File: src/rvfi_bitmanip_macros.svh
`ifndef RVFI_BITMANIP_MACROS_SVH
`define RVFI_BITMANIP_MACROS_SVH

// number of spec lanes, keep a power of two so the turn pointers wrap
`define RVB_NUM_LANES 4

// width of a lane index
`define RVB_LANE_W 2

// one bit per compared field, see rvb_field_e
`define RVB_MISMATCH_W 6

`endif

File: src/rvfi_bitmanip_pkg.sv
`default_nettype none

`include "rvfi_bitmanip_macros.svh"

package rvfi_bitmanip_pkg;

    // ************************************************************
    // opcode and function codes
    // ************************************************************
    localparam logic [6:0] RVB_OPC_OP     = 7'b0110011;
    localparam logic [6:0] RVB_OPC_OP_IMM = 7'b0010011;
    localparam logic [2:0] RVB_F3_SR      = 3'b101;     // right shift slot
    localparam logic [2:0] RVB_F3_SL      = 3'b001;     // left shift slot
    localparam logic [6:0] RVB_F7_GREV    = 7'b0110100;
    localparam logic [6:0] RVB_F7_ROT     = 7'b0110000; // ror and rol
    localparam logic [5:0] RVB_F6_GREVI   = 6'b011010;
    localparam logic [5:0] RVB_F6_RORI    = 6'b011000;

    // ************************************************************
    // instruction word views
    // ************************************************************
    typedef struct packed {
        logic [6:0] funct7;
        logic [4:0] rs2;
        logic [4:0] rs1;
        logic [2:0] funct3;
        logic [4:0] rd;
        logic [6:0] opcode;
    } rvb_rtype_t;

    typedef struct packed {
        logic [5:0] funct6;
        logic [5:0] shamt6;     // rv32 uses the low five bits
        logic [4:0] rs1;
        logic [2:0] funct3;
        logic [4:0] rd;
        logic [6:0] opcode;
    } rvb_shift_t;

    // register and immediate forms share one word
    typedef union packed {
        rvb_rtype_t r;
        rvb_shift_t i;
    } rvb_insn_u;

    // one retired instruction as seen on the trace port
    typedef struct packed {
        rvb_insn_u   insn;
        logic [31:0] pc_rdata;
        logic [31:0] pc_wdata;
        logic [4:0]  rs1_addr;
        logic [4:0]  rs2_addr;
        logic [31:0] rs1_rdata;
        logic [31:0] rs2_rdata;
        logic [4:0]  rd_addr;
        logic [31:0] rd_wdata;
        logic        trap;
    } rvb_record_t;

    typedef struct packed {
        logic                       checked;  // instruction was recognized
        logic                       pass;
        logic [`RVB_MISMATCH_W-1:0] mismatch;
        logic [31:0]                pc;
    } rvb_verdict_t;

    // bit positions inside the mismatch mask
    typedef enum logic [2:0] {
        RVB_F_TRAP     = 3'd0,
        RVB_F_RS1_ADDR = 3'd1,
        RVB_F_RS2_ADDR = 3'd2,
        RVB_F_RD_ADDR  = 3'd3,
        RVB_F_RD_WDATA = 3'd4,
        RVB_F_PC_WDATA = 3'd5
    } rvb_field_e;

endpackage

`default_nettype wire

File: src/rvfi_bitmanip_if.sv
`default_nettype none

// one valid/ready link, carries a record on the way in and a verdict on the way out
interface rvfi_bitmanip_if import rvfi_bitmanip_pkg::*; ();

    logic         valid;
    logic         ready;
    rvb_record_t  rec;      // dispatcher to lane
    rvb_verdict_t verdict;  // lane to collector

    // producer side of the link
    modport src (
        output valid,
        output rec,
        output verdict,
        input  ready
    );

    // consumer side of the link
    modport dst (
        input  valid,
        input  rec,
        input  verdict,
        output ready
    );

endinterface

`default_nettype wire

File: src/rvfi_dispatch.sv
`default_nettype none

`include "rvfi_bitmanip_macros.svh"

module rvfi_dispatch import rvfi_bitmanip_pkg::*; (
    input  wire logic        clk,
    input  wire logic        rst_n,
    input  wire logic        rvfi_valid,
    input  wire rvb_record_t rec,
    output logic             rvfi_ready,
    rvfi_bitmanip_if.src     lane_in [`RVB_NUM_LANES]
);

    logic [`RVB_LANE_W-1:0]   turn;        // lane that gets the next beat
    logic [`RVB_NUM_LANES-1:0] lane_ready;

    // ************************************************************
    // steering
    // ************************************************************
    for (genvar i = 0; i < `RVB_NUM_LANES; i++) begin : g_lane
        assign lane_in[i].valid   = rvfi_valid && (turn == `RVB_LANE_W'(i));
        assign lane_in[i].rec     = rec;       // broadcast, valid picks the lane
        assign lane_in[i].verdict = '0;        // no verdict on the input side
        assign lane_ready[i]      = lane_in[i].ready;
    end

    // trace port sees only the lane whose turn it is
    assign rvfi_ready = lane_ready[turn];

    // ************************************************************
    // turn pointer
    // ************************************************************
    always_ff @(posedge clk or negedge rst_n) begin
        if (!rst_n) begin
            turn <= '0;
        end else if (rvfi_valid && rvfi_ready) begin
            turn <= turn + 1'b1;   // wraps, lane count is a power of two
        end
    end

endmodule

`default_nettype wire

File: src/bitmanip_spec_lane.sv
`default_nettype none

`include "rvfi_bitmanip_macros.svh"

module bitmanip_spec_lane import rvfi_bitmanip_pkg::*; (
    input  wire logic    clk,
    input  wire logic    rst_n,
    rvfi_bitmanip_if.dst in_if,
    rvfi_bitmanip_if.src out_if
);

    // generalized reverse, one butterfly stage per control bit
    function automatic logic [31:0] grev32(input logic [31:0] a, input logic [4:0] ctrl);
        logic [31:0] x;
        x = a;
        if (ctrl[0]) x = ((x & 32'h5555_5555) << 1)  | ((x & 32'hAAAA_AAAA) >> 1);
        if (ctrl[1]) x = ((x & 32'h3333_3333) << 2)  | ((x & 32'hCCCC_CCCC) >> 2);
        if (ctrl[2]) x = ((x & 32'h0F0F_0F0F) << 4)  | ((x & 32'hF0F0_F0F0) >> 4);
        if (ctrl[3]) x = ((x & 32'h00FF_00FF) << 8)  | ((x & 32'hFF00_FF00) >> 8);
        if (ctrl[4]) x = ((x & 32'h0000_FFFF) << 16) | ((x & 32'hFFFF_0000) >> 16);
        return x;
    endfunction

    function automatic logic [31:0] ror32(input logic [31:0] a, input logic [4:0] n);
        logic [63:0] dbl;
        dbl = {a, a} >> n;
        return dbl[31:0];
    endfunction

    function automatic logic [31:0] rol32(input logic [31:0] a, input logic [4:0] n);
        logic [63:0] dbl;
        dbl = {a, a} << n;
        return dbl[63:32];
    endfunction

    rvb_record_t                r;
    rvb_insn_u                  insn;
    logic                       dec_grev;
    logic                       dec_grevi;
    logic                       dec_ror;
    logic                       dec_rol;
    logic                       dec_rori;
    logic                       is_imm;
    logic                       known;
    logic [4:0]                 ctrl;
    logic [31:0]                result;
    logic [4:0]                 spec_rs2_addr;
    logic [31:0]                spec_rd_wdata;
    logic [31:0]                spec_pc_wdata;
    logic [`RVB_MISMATCH_W-1:0] mis;
    rvb_verdict_t               verdict_d;
    logic                       slot_full;
    rvb_verdict_t               slot_verdict;
    logic                       accept;

    assign r    = in_if.rec;
    assign insn = r.insn;

    // ************************************************************
    // decode
    // ************************************************************
    assign dec_grev  = insn.r.opcode == RVB_OPC_OP && insn.r.funct3 == RVB_F3_SR
                    && insn.r.funct7 == RVB_F7_GREV;
    assign dec_ror   = insn.r.opcode == RVB_OPC_OP && insn.r.funct3 == RVB_F3_SR
                    && insn.r.funct7 == RVB_F7_ROT;
    assign dec_rol   = insn.r.opcode == RVB_OPC_OP && insn.r.funct3 == RVB_F3_SL
                    && insn.r.funct7 == RVB_F7_ROT;
    assign dec_grevi = insn.i.opcode == RVB_OPC_OP_IMM && insn.i.funct3 == RVB_F3_SR
                    && insn.i.funct6 == RVB_F6_GREVI;
    assign dec_rori  = insn.i.opcode == RVB_OPC_OP_IMM && insn.i.funct3 == RVB_F3_SR
                    && insn.i.funct6 == RVB_F6_RORI;

    assign is_imm = dec_grevi || dec_rori;
    assign known  = dec_grev || dec_grevi || dec_ror || dec_rol || dec_rori;

    // shamt for immediate forms, rs2 value otherwise
    assign ctrl = is_imm ? insn.i.shamt6[4:0] : r.rs2_rdata[4:0];

    // ************************************************************
    // spec values
    // ************************************************************
    always_comb begin
        if (dec_grev || dec_grevi) begin
            result = grev32(r.rs1_rdata, ctrl);
        end else if (dec_rol) begin
            result = rol32(r.rs1_rdata, ctrl);
        end else begin
            result = ror32(r.rs1_rdata, ctrl);   // ror and rori
        end
    end

    assign spec_rs2_addr = is_imm ? 5'd0 : insn.r.rs2;
    assign spec_rd_wdata = (insn.r.rd != 5'd0) ? result : 32'd0;  // x0 stays zero
    assign spec_pc_wdata = r.pc_rdata + 32'd4;

    // field by field compare against the trace
    always_comb begin
        mis                 = '0;
        mis[RVB_F_TRAP]     = r.trap != 1'b0;
        mis[RVB_F_RS1_ADDR] = r.rs1_addr != insn.r.rs1;
        mis[RVB_F_RS2_ADDR] = r.rs2_addr != spec_rs2_addr;
        mis[RVB_F_RD_ADDR]  = r.rd_addr != insn.r.rd;
        mis[RVB_F_RD_WDATA] = r.rd_wdata != spec_rd_wdata;
        mis[RVB_F_PC_WDATA] = r.pc_wdata != spec_pc_wdata;
    end

    // unknown instructions pass unchecked
    assign verdict_d.checked  = known;
    assign verdict_d.pass     = !known || (mis == '0);
    assign verdict_d.mismatch = known ? mis : '0;
    assign verdict_d.pc       = r.pc_rdata;

    // ************************************************************
    // one entry slot
    // ************************************************************
    assign in_if.ready = !slot_full || out_if.ready;   // empty or draining now
    assign accept      = in_if.valid && in_if.ready;

    always_ff @(posedge clk or negedge rst_n) begin
        if (!rst_n) begin
            slot_full <= 1'b0;
        end else if (accept) begin
            slot_full <= 1'b1;
        end else if (out_if.ready) begin
            slot_full <= 1'b0;
        end
    end

    always_ff @(posedge clk) begin
        if (accept) begin
            slot_verdict <= verdict_d;
        end
    end

    assign out_if.valid   = slot_full;
    assign out_if.verdict = slot_verdict;
    assign out_if.rec     = '0;   // record ends at the lane

endmodule

`default_nettype wire

File: src/rvfi_collect.sv
`default_nettype none

`include "rvfi_bitmanip_macros.svh"

module rvfi_collect import rvfi_bitmanip_pkg::*; (
    input  wire logic                 clk,
    input  wire logic                 rst_n,
    rvfi_bitmanip_if.dst              lane_out [`RVB_NUM_LANES],
    output logic                      report_valid,
    output logic                      report_checked,
    output logic                      report_pass,
    output logic [`RVB_MISMATCH_W-1:0] report_mismatch,
    output logic [31:0]               report_pc,
    input  wire logic                 report_ready
);

    logic [`RVB_LANE_W-1:0]    turn;       // same order as the dispatcher
    logic [`RVB_NUM_LANES-1:0] lane_valid;
    rvb_verdict_t              lane_verdict [`RVB_NUM_LANES];
    logic                      out_full;
    rvb_verdict_t              out_q;
    logic                      can_load;
    logic                      take;

    // output register empty or leaving this cycle
    assign can_load = !out_full || report_ready;

    for (genvar i = 0; i < `RVB_NUM_LANES; i++) begin : g_lane
        assign lane_out[i].ready = can_load && (turn == `RVB_LANE_W'(i));
        assign lane_valid[i]     = lane_out[i].valid;
        assign lane_verdict[i]   = lane_out[i].verdict;
    end

    assign take = lane_valid[turn] && can_load;

    // ************************************************************
    // turn pointer and report register
    // ************************************************************
    always_ff @(posedge clk or negedge rst_n) begin
        if (!rst_n) begin
            turn     <= '0;
            out_full <= 1'b0;
        end else if (take) begin
            turn     <= turn + 1'b1;
            out_full <= 1'b1;
        end else if (report_ready) begin
            out_full <= 1'b0;
        end
    end

    // held while the sink stalls
    always_ff @(posedge clk) begin
        if (take) begin
            out_q <= lane_verdict[turn];
        end
    end

    assign report_valid    = out_full;
    assign report_checked  = out_q.checked;
    assign report_pass     = out_q.pass;
    assign report_mismatch = out_q.mismatch;
    assign report_pc       = out_q.pc;

endmodule

`default_nettype wire

File: src/rvfi_bitmanip_monitor.sv
`default_nettype none

`include "rvfi_bitmanip_macros.svh"

module rvfi_bitmanip_monitor import rvfi_bitmanip_pkg::*; (
    input  wire logic                  clk,
    input  wire logic                  rst_n,

    // trace port
    input  wire logic                  rvfi_valid,
    input  wire logic [31:0]           rvfi_insn,
    input  wire logic [31:0]           rvfi_pc_rdata,
    input  wire logic [31:0]           rvfi_pc_wdata,
    input  wire logic [4:0]            rvfi_rs1_addr,
    input  wire logic [4:0]            rvfi_rs2_addr,
    input  wire logic [31:0]           rvfi_rs1_rdata,
    input  wire logic [31:0]           rvfi_rs2_rdata,
    input  wire logic [4:0]            rvfi_rd_addr,
    input  wire logic [31:0]           rvfi_rd_wdata,
    input  wire logic                  rvfi_trap,
    output logic                       rvfi_ready,

    // report port
    output logic                       report_valid,
    output logic                       report_checked,
    output logic                       report_pass,
    output logic [`RVB_MISMATCH_W-1:0] report_mismatch,
    output logic [31:0]                report_pc,
    input  wire logic                  report_ready
);

    rvb_record_t rec;

    // pack the trace beat
    assign rec.insn      = rvfi_insn;
    assign rec.pc_rdata  = rvfi_pc_rdata;
    assign rec.pc_wdata  = rvfi_pc_wdata;
    assign rec.rs1_addr  = rvfi_rs1_addr;
    assign rec.rs2_addr  = rvfi_rs2_addr;
    assign rec.rs1_rdata = rvfi_rs1_rdata;
    assign rec.rs2_rdata = rvfi_rs2_rdata;
    assign rec.rd_addr   = rvfi_rd_addr;
    assign rec.rd_wdata  = rvfi_rd_wdata;
    assign rec.trap      = rvfi_trap;

    rvfi_bitmanip_if lane_in  [`RVB_NUM_LANES] ();
    rvfi_bitmanip_if lane_out [`RVB_NUM_LANES] ();

    // ************************************************************
    // dispatcher, lanes, collector
    // ************************************************************
    rvfi_dispatch u_dispatch (
        .clk        (clk),
        .rst_n      (rst_n),
        .rvfi_valid (rvfi_valid),
        .rec        (rec),
        .rvfi_ready (rvfi_ready),
        .lane_in    (lane_in)
    );

    for (genvar i = 0; i < `RVB_NUM_LANES; i++) begin : g_lane
        bitmanip_spec_lane u_lane (
            .clk    (clk),
            .rst_n  (rst_n),
            .in_if  (lane_in[i]),
            .out_if (lane_out[i])
        );
    end

    rvfi_collect u_collect (
        .clk             (clk),
        .rst_n           (rst_n),
        .lane_out        (lane_out),
        .report_valid    (report_valid),
        .report_checked  (report_checked),
        .report_pass     (report_pass),
        .report_mismatch (report_mismatch),
        .report_pc       (report_pc),
        .report_ready    (report_ready)
    );

endmodule

`default_nettype wire

File: config.mk
export PLATFORM = sky130hd
export DESIGN_NAME = rvfi_bitmanip_monitor
export DESIGN_NICKNAME = d
export VERILOG_FILES = /design/src/rvfi_bitmanip_pkg.sv /design/src/rvfi_bitmanip_if.sv /design/src/rvfi_dispatch.sv /design/src/bitmanip_spec_lane.sv /design/src/rvfi_collect.sv /design/src/rvfi_bitmanip_monitor.sv
export VERILOG_INCLUDE_DIRS = /design/src
export SDC_FILE = /design/constraint.sdc
export NUM_CORES = 1
export LEC_CHECK = 0
export BUFFER_PORTS_ARGS = -buffer_cell sky130_fd_sc_hd__buf_2
export CAP_MARGIN = 10
export CORE_ASPECT_RATIO = 0.7
export CORE_MARGIN = 2
export CORE_UTILIZATION = 60
export DETAILED_ROUTE_END_ITERATION = 8
export MAX_ROUTING_LAYER = met4
export PLACE_DENSITY = 0.89
export SYNTH_ARGS = -nofsm -noshare
export SYNTH_HDL_FRONTEND = slang
export SYNTH_SLANG_ARGS = --single-unit
File: constraint.sdc
create_clock -name clk -period 10.28 [get_ports clk]
set_input_delay 1.542 -clock clk [delete_from_list [all_inputs] [get_ports clk]]
set_output_delay 1.542 -clock clk [all_outputs]
set_load 0.005 [all_outputs]
==> results.py, run 1 <==
metrics = {
    "clocking": {
        "cts_tree": "built",
        "h-tree-depth": 1,
        "clkLatencyLatePin_ps": 510,
        "post-cts-setup-buffers": 0,
        "clock-sinks": 209,
        "cts.path.max_buffers": 3,
        "cts_inserted_buffers": 18,
        "cts_hold_repair.buffers": 0,
        "cts.repair.resized": 0,
        "clk_pin_slew_worst_paths_ps": 80,
        "cts-root-buf": "clkbuf_16",
    },
    "logic_synthesis": {
        "synth.distinct_cells": 77,
        "syn_nets": 2028,
        "syn-cell-area_sq_um": 20100,
        "async_reset_ff_frac": 0.0431,
        "synth_edf_count": 200,
        "ys_ff_latch": 209,
        "ys_seq_area_frac": 0.311,
        "syn_inst": 1807,
        "syn_area_per_cell_sq_um": 11.1,
        "synthFlopType": "edfxtp_1",
        "ys_warn_count": 0,
    },
    "placement": {
        "pre_cts_ws_ps": 3280,
        "hpwl_um": 53400,
        "port_buffers": 226,
        "gp_congestion": 1.05,
    },
    "sta": {
        "rsz0062_at_grt": "false",
        "tightest_slew_ps": 1270,
        "finClkSkew_ps": 29.5,
        "setup_viol": 0,
        "slew_headroom": 0.134,
        "setup_tns_ps": 0,
        "min_period_ps": 6760,
        "drv_slew": 0,
        "finalCritPeriodShare": 0.657,
        "timing.final.hold_violations": 0,
        "setup_ws_ps": 3520,
        "fmax_mhz": 148,
    },
    "worst_setup_path": {
        "crit_family": "simple AND/OR/NAND/NOR gates",
        "path_depth": 14,
        "crit_slowest_cell": "a2111oi_0",
        "crit_end": "g_lane[0].u_lane.out_if.verdict[36]",
        "ff2ff_path_depth": 7,
        "cp-end-kind": "flip-flop",
        "crit_required_ps": 10500,
        "path_class": "in -> reg",
        "critPathLaunchType": "input port",
        "reg2reg_from": "u_collect.turn[1]",
        "critPathMaxFanout": 49,
        "rr_endpoint": "u_dispatch.turn[1]",
        "cp_num_buf_inv": 2,
        "r2r_slack_ps": 7230,
        "crit_start": "rvfi_insn[2]",
        "cpMostUsedCell": "mux2i_1",
        "cp.arrival_ps": 6980,
        "path_cells": "buf_2, and4bb_2, and4_4, buf_4, mux2i_1, mux2i_1, mux2_2, a22o_1, nor4b_1, xor2_1, a2111oi_0, nand4_1, nor4_2, a21oi_1",
        "critPathMaxStageDelay_ps": 860,
    },
    "job": {
        "maxCapViolations": 0,
    },
    "detailed_routing": {
        "viasPerCell": 7.55,
        "top_layer": "met4",
        "wl_met3_um": 11100,
        "ant_nets": 0,
        "drc_errors": 0,
        "drt_pass1_iterations": 8,
        "m1WireLength_um": 29000,
        "wl_met2_um": 31400,
        "first_iter_violations": 3174,
        "wire_per_inst_um": 31.5,
        "vias": 17800,
        "drt-total-wl_um": 74400,
    },
    "die": {
        "io_pins": 254,
        "row_count": 55,
        "start_util": 0.615,
        "die_w_um": 223,
        "coreArea_sq_um": 32600,
        "die_area_sq_um": 34900,
        "die_h_um": 157,
    },
    "finish": {
        "fill_cells": 2518,
        "drive_above_1_share": 0.313,
        "final_cell_mix": "mux2i_1 (354), buf_2 (223), edfxtp_1 (200)",
        "area_growth_pct": 8.32,
        "finalNetCount": 2133,
        "layout_commonest_cell": "mux2i_1",
    },
    "global_routing": {
        "grt_overflow": 0,
        "grt_usage": 0.430,
        "grt_pass1_wl_um": 109000,
        "grt_pass1_vias": 16900,
        "antenna_found_initial": 10,
        "grt_max_degree": 74,
    },
    "pwr": {
        "p_sw_mw": 1.21,
        "swShare": 0.365,
        "p_int_mw": 2.10,
        "cellPowerDensity_nw_per_um2": 152,
        "seqPwrFrac": 0.403,
        "combPwrFrac": 0.404,
        "power_frac_clock": 0.194,
        "ir_drop_mv": 0.169,
        "p_leak_nw": 8.05,
    },
    "min_path": {
        "hold_class": "reg -> reg",
    },
    "run_status": {
        "outcome": "completed",
    },
}
layer usage:
layer / track usage / vias up
met5: - / -
met4: 0.127 / 0
met3: 0.132 / 268
met2: 0.609 / 1505
met1: 0.594 / 8671
li1: - / 7369
cell families after synthesis:
family / after synthesis / synth area share
fa+ha+maj: 9 / 0.00561
compound gates: 263 / 0.0928
simple gates: 414 / 0.100
mux: 648 / 0.409
buf+inv: 192 / 0.0498
flops: 209 / 0.311
xor+xnor: 72 / 0.0314
power groups by stage:
stage	Combinational, mW	Clock (mW)	Sequential (mW)
6_report	1.33	0.640	1.33
5_1_grt	1.40	0.675	1.35
4_1_cts	1.31	0.641	1.33
3_5_place_dp	1.29	0	1.34
3_3_place_gp	1.23	0	1.32
2_1_floorplan	0.848	0	1.30
registers in the layout (all words and copies together) (netlist names):
signal / flops
g_lane.u_lane.out_if.verdict: 160
u_collect.report_pc: 32
u_collect.report_mismatch: 6
g_lane.u_lane.out_if.valid: 4
u_collect.turn: 2
u_dispatch.turn: 2
u_collect.report_checked: 1
u_collect.report_pass: 1
u_collect.report_valid: 1
synth_stat cells, types with 11 or more instances:
| master | number | area (sq um) |
|---|---|---|
| a21oi_1 | 37 | 185 |
| a22oi_1 | 11 | 82.6 |
| a31oi_1 | 18 | 113 |
| buf_2 | 53 | 265 |
| buf_4 | 28 | 210 |
| clkbuf_1 | 78 | 293 |
| edfxtp_1 | 200 | 6010 |
| inv_1 | 11 | 41.3 |
| mux2_2 | 167 | 1880 |
| mux2i_1 | 357 | 3570 |
| mux4_2 | 120 | 2700 |
| nand2_1 | 118 | 443 |
| nand3_1 | 51 | 255 |
| nand4_1 | 25 | 156 |
| nor2_1 | 96 | 360 |
| nor3_1 | 48 | 240 |
| nor4_1 | 11 | 68.8 |
| o211ai_1 | 25 | 188 |
| o21ai_0 | 37 | 185 |
| o221ai_1 | 12 | 105 |
| o22ai_1 | 31 | 194 |
| o32ai_1 | 11 | 96.3 |
| xnor2_1 | 45 | 394 |
| xor2_1 | 27 | 236 |
through the flow:
step	hold slack (ps)	cells	power, mW	utilization	instance area (sq um)
final	578	2360	3.31	0.666	21700
after global routing	619	2360	3.43	0.666	21700
after CTS	573	2351	3.28	0.666	21700
after detailed placement	555	2319	2.63	0.649	21200
after global placement	547	2319	2.56	0.649	21200
after floorplan	468	1807	2.15	-	20100
how the worst min path moves through the flow:
stage                                  start                            end  slack [ps]  cells after the start
4_1_cts                   u_dispatch.turn[0]             u_dispatch.turn[0]         570                      1
5_1_grt                   u_dispatch.turn[0]             u_dispatch.turn[0]         620                      1
2_1_floorplan  g_lane[3].u_lane.out_if.valid  g_lane[3].u_lane.out_if.valid         470                      2
3_5_place_dp   g_lane[0].u_lane.out_if.valid  g_lane[0].u_lane.out_if.valid         560                      2
3_3_place_gp   g_lane[1].u_lane.out_if.valid  g_lane[1].u_lane.out_if.valid         550                      2
6_report                  u_dispatch.turn[0]             u_dispatch.turn[0]         580                      1
layout make-up:
cell class	count	area, sq um	area share
antenna	9	22.5	0.00104
clock inverter	11	71.3	0.00328
tap	427	534	0.0246
sequential	209	6230	0.287
clock buffer	21	462	0.0212
timing repair buffer	266	1460	0.0671
inverter	11	41.3	0.00190
multi-input combinational	1406	12900	0.594
No activity file was read; power rests on OpenSTA's default activity.
==> inputs of run 2 (changes only) <==
--- a/config.mk
+++ b/config.mk
@@ -10,10 +10,10 @@
 export CAP_MARGIN = 10
 export CORE_ASPECT_RATIO = 0.7
 export CORE_MARGIN = 2
-export CORE_UTILIZATION = 60
+export CORE_UTILIZATION = 54
 export DETAILED_ROUTE_END_ITERATION = 8
 export MAX_ROUTING_LAYER = met4
-export PLACE_DENSITY = 0.89
+export PLACE_DENSITY = 0.85
 export SYNTH_ARGS = -nofsm -noshare
 export SYNTH_HDL_FRONTEND = slang
 export SYNTH_SLANG_ARGS = --single-unit
==> constraint.sdc (replaced) <==
create_clock -name clk -period 6.2 [get_ports clk]
set_input_delay 0.93 -clock clk [delete_from_list [all_inputs] [get_ports clk]]
set_output_delay 0.93 -clock clk [all_outputs]
set_load 0.005 [all_outputs]
==> run 2 against run 1 <==
  * Die area is 11% higher
  * Sequential power up 65%
  * Sequential cell count stayed put
  * Cell count up 5.6%
  * Hold slack got worse by 310 ps
  * Combinational power increased by 71%
  * Worst setup slack lost 2800 ps
  * Register-to-register slack got worse by 4000 ps
  * Total power increased by 74%
  * Global-route usage decreased by 2.4 points
  * Largest cell class unchanged
==> results.py, run 2 (synthesis results as in run 1) <==
metrics = {
    "run_status": {
        "outcome": "completed",
    },
    "sta": {
        "rsz0062_at_grt": "false",
        "slew_headroom": 0.212,
        "setup_viol": 0,
        "min_period_ps": 5430,
        "timing.final.hold_violations": 0,
        "finalCritPeriodShare": 0.876,
        "fmax_mhz": 184,
        "finClkSkew_ps": 24.0,
        "setup_tns_ps": 0,
        "tightest_slew_ps": 1150,
        "drv_slew": 0,
        "holdWs_ps": 270,
    },
    "worst_setup_path": {
        "cp-end-kind": "flip-flop",
        "critPathMaxFanout": 28,
        "crit_family": "simple AND/OR/NAND/NOR gates",
        "cp.arrival_ps": 5670,
        "critPathLaunchType": "input port",
        "cp_num_buf_inv": 3,
        "path_class": "in -> reg",
        "cpMostUsedCell": "mux2i_1",
        "crit_required_ps": 6440,
        "path_cells": "buf_2, buf_4, mux2_2, mux2i_1, mux2i_1, mux2i_1, mux2_2, nor3_1, nor4_1, or4_1, nand4b_1, or4_1, nor4_2, buf_4, a21oi_1",
        "crit_slowest_cell": "or4_1",
        "critPathMaxStageDelay_ps": 640,
    },
    "die": {
        "row_count": 59,
        "die_h_um": 165,
        "die_area_sq_um": 38700,
        "coreArea_sq_um": 36900,
        "start_util": 0.544,
        "io_pins": 254,
        "die_w_um": 234,
    },
    "clocking": {
        "cts.path.max_buffers": 3,
        "clk_pin_slew_worst_paths_ps": 70,
        "cts_hold_repair.buffers": 0,
        "cts-root-buf": "clkbuf_16",
        "h-tree-depth": 1,
        "post-cts-setup-buffers": 0,
        "cts_tree": "built",
        "clkLatencyLatePin_ps": 520,
        "cts.repair.resized": 0,
        "cts_inserted_buffers": 19,
        "clock-sinks": 209,
    },
    "job": {
        "maxCapViolations": 0,
    },
    "global_routing": {
        "grt_pass1_wl_um": 112000,
        "grt_overflow": 0,
        "grt_usage": 0.405,
        "grt_max_degree": 57,
        "grt_pass1_vias": 16800,
        "antenna_found_initial": 2,
    },
    "pwr": {
        "cellPowerDensity_nw_per_um2": 254,
        "p_leak_nw": 8.53,
        "power.total_mw": 5.74,
        "ir_drop_mv": 0.252,
    },
    "min_path": {
        "hold_class": "in -> async",
    },
    "detailed_routing": {
        "drt-total-wl_um": 77800,
        "ant_nets": 0,
        "wire_per_inst_um": 31.2,
        "first_iter_violations": 2692,
        "viasPerCell": 7.25,
        "vias": 18100,
        "drt_pass1_iterations": 6,
        "drc_errors": 0,
    },
    "placement": {
        "hpwl_um": 57800,
        "dp_cells": 2456,
        "gp_congestion": 1.03,
        "port_buffers": 226,
    },
    "finish": {
        "finalNetCount": 2210,
        "area_growth_pct": 12.8,
        "layout_commonest_cell": "mux2i_1",
        "final_cell_mix": "mux2i_1 (354), buf_2 (223), edfxtp_1 (200)",
        "stdcell_count": 2492,
        "fin_util": 0.613,
        "largest_reg_flops": 160,
        "drive_above_1_share": 0.344,
    },
}
## run 2: power breakdown
part | switching (mW) | internal [mW] | leakage (nW)
combinational | 1.32 | 0.966 | 6.25
clock | 0.552 | 0.707 | 0.325
sequential | 0.181 | 2.02 | 1.95
total | 2.05 | 3.69 | 8.53
## run 2: final cells by class
cell class              count  area [sq um]
clock inverters            15           186
multi-input cells        1406         12900
clock buffers              19           475
flip-flops and latches    209          6230
well taps                 488           611
repair buffers            342          2170
fillers                  2929         14300
diodes                      2          5.00
inverters                  11          41.3
## run 2: path summary, 6_finish.rpt
| kind | startpoint | end | slack (ps) | cells past startpoint |
|---|---|---|---|---|
| min in group clk | u_dispatch.turn[0] | u_dispatch.turn[0] | 590 | 1 |
| max | rvfi_insn[23] | g_lane[0].u_lane.out_if.verdict[36] | 770 | 15 |
| min reg2reg | u_dispatch.turn[0] | u_dispatch.turn[0] | 590 | 1 |
| min | rst_n | g_lane[1].u_lane.out_if.valid | 270 | 1 |
| max reg2reg | u_collect.turn[1] | u_dispatch.turn[1] | 3270 | 7 |
| max in group asynchronous | rst_n | u_collect.turn[0] | 5710 | 1 |
## run 2: metal layers
layer / vias up / part of all wire / global-route usage
li1: 7524 / - / -
met4: 0 / 0.034 / 0.105
met5: - / 0 / -
met1: 8858 / 0.41 / 0.581
met3: 212 / 0.14 / 0.113
met2: 1471 / 0.42 / 0.563
## run 2: per-stage QoR
stage / setup WS, ps / cell area [sq um]
after floorplan: 1770 / 20100
after global placement: 386 / 22000
after detailed placement: 426 / 22000
after CTS: 961 / 22600
after global routing: 689 / 22600
final: 772 / 22600
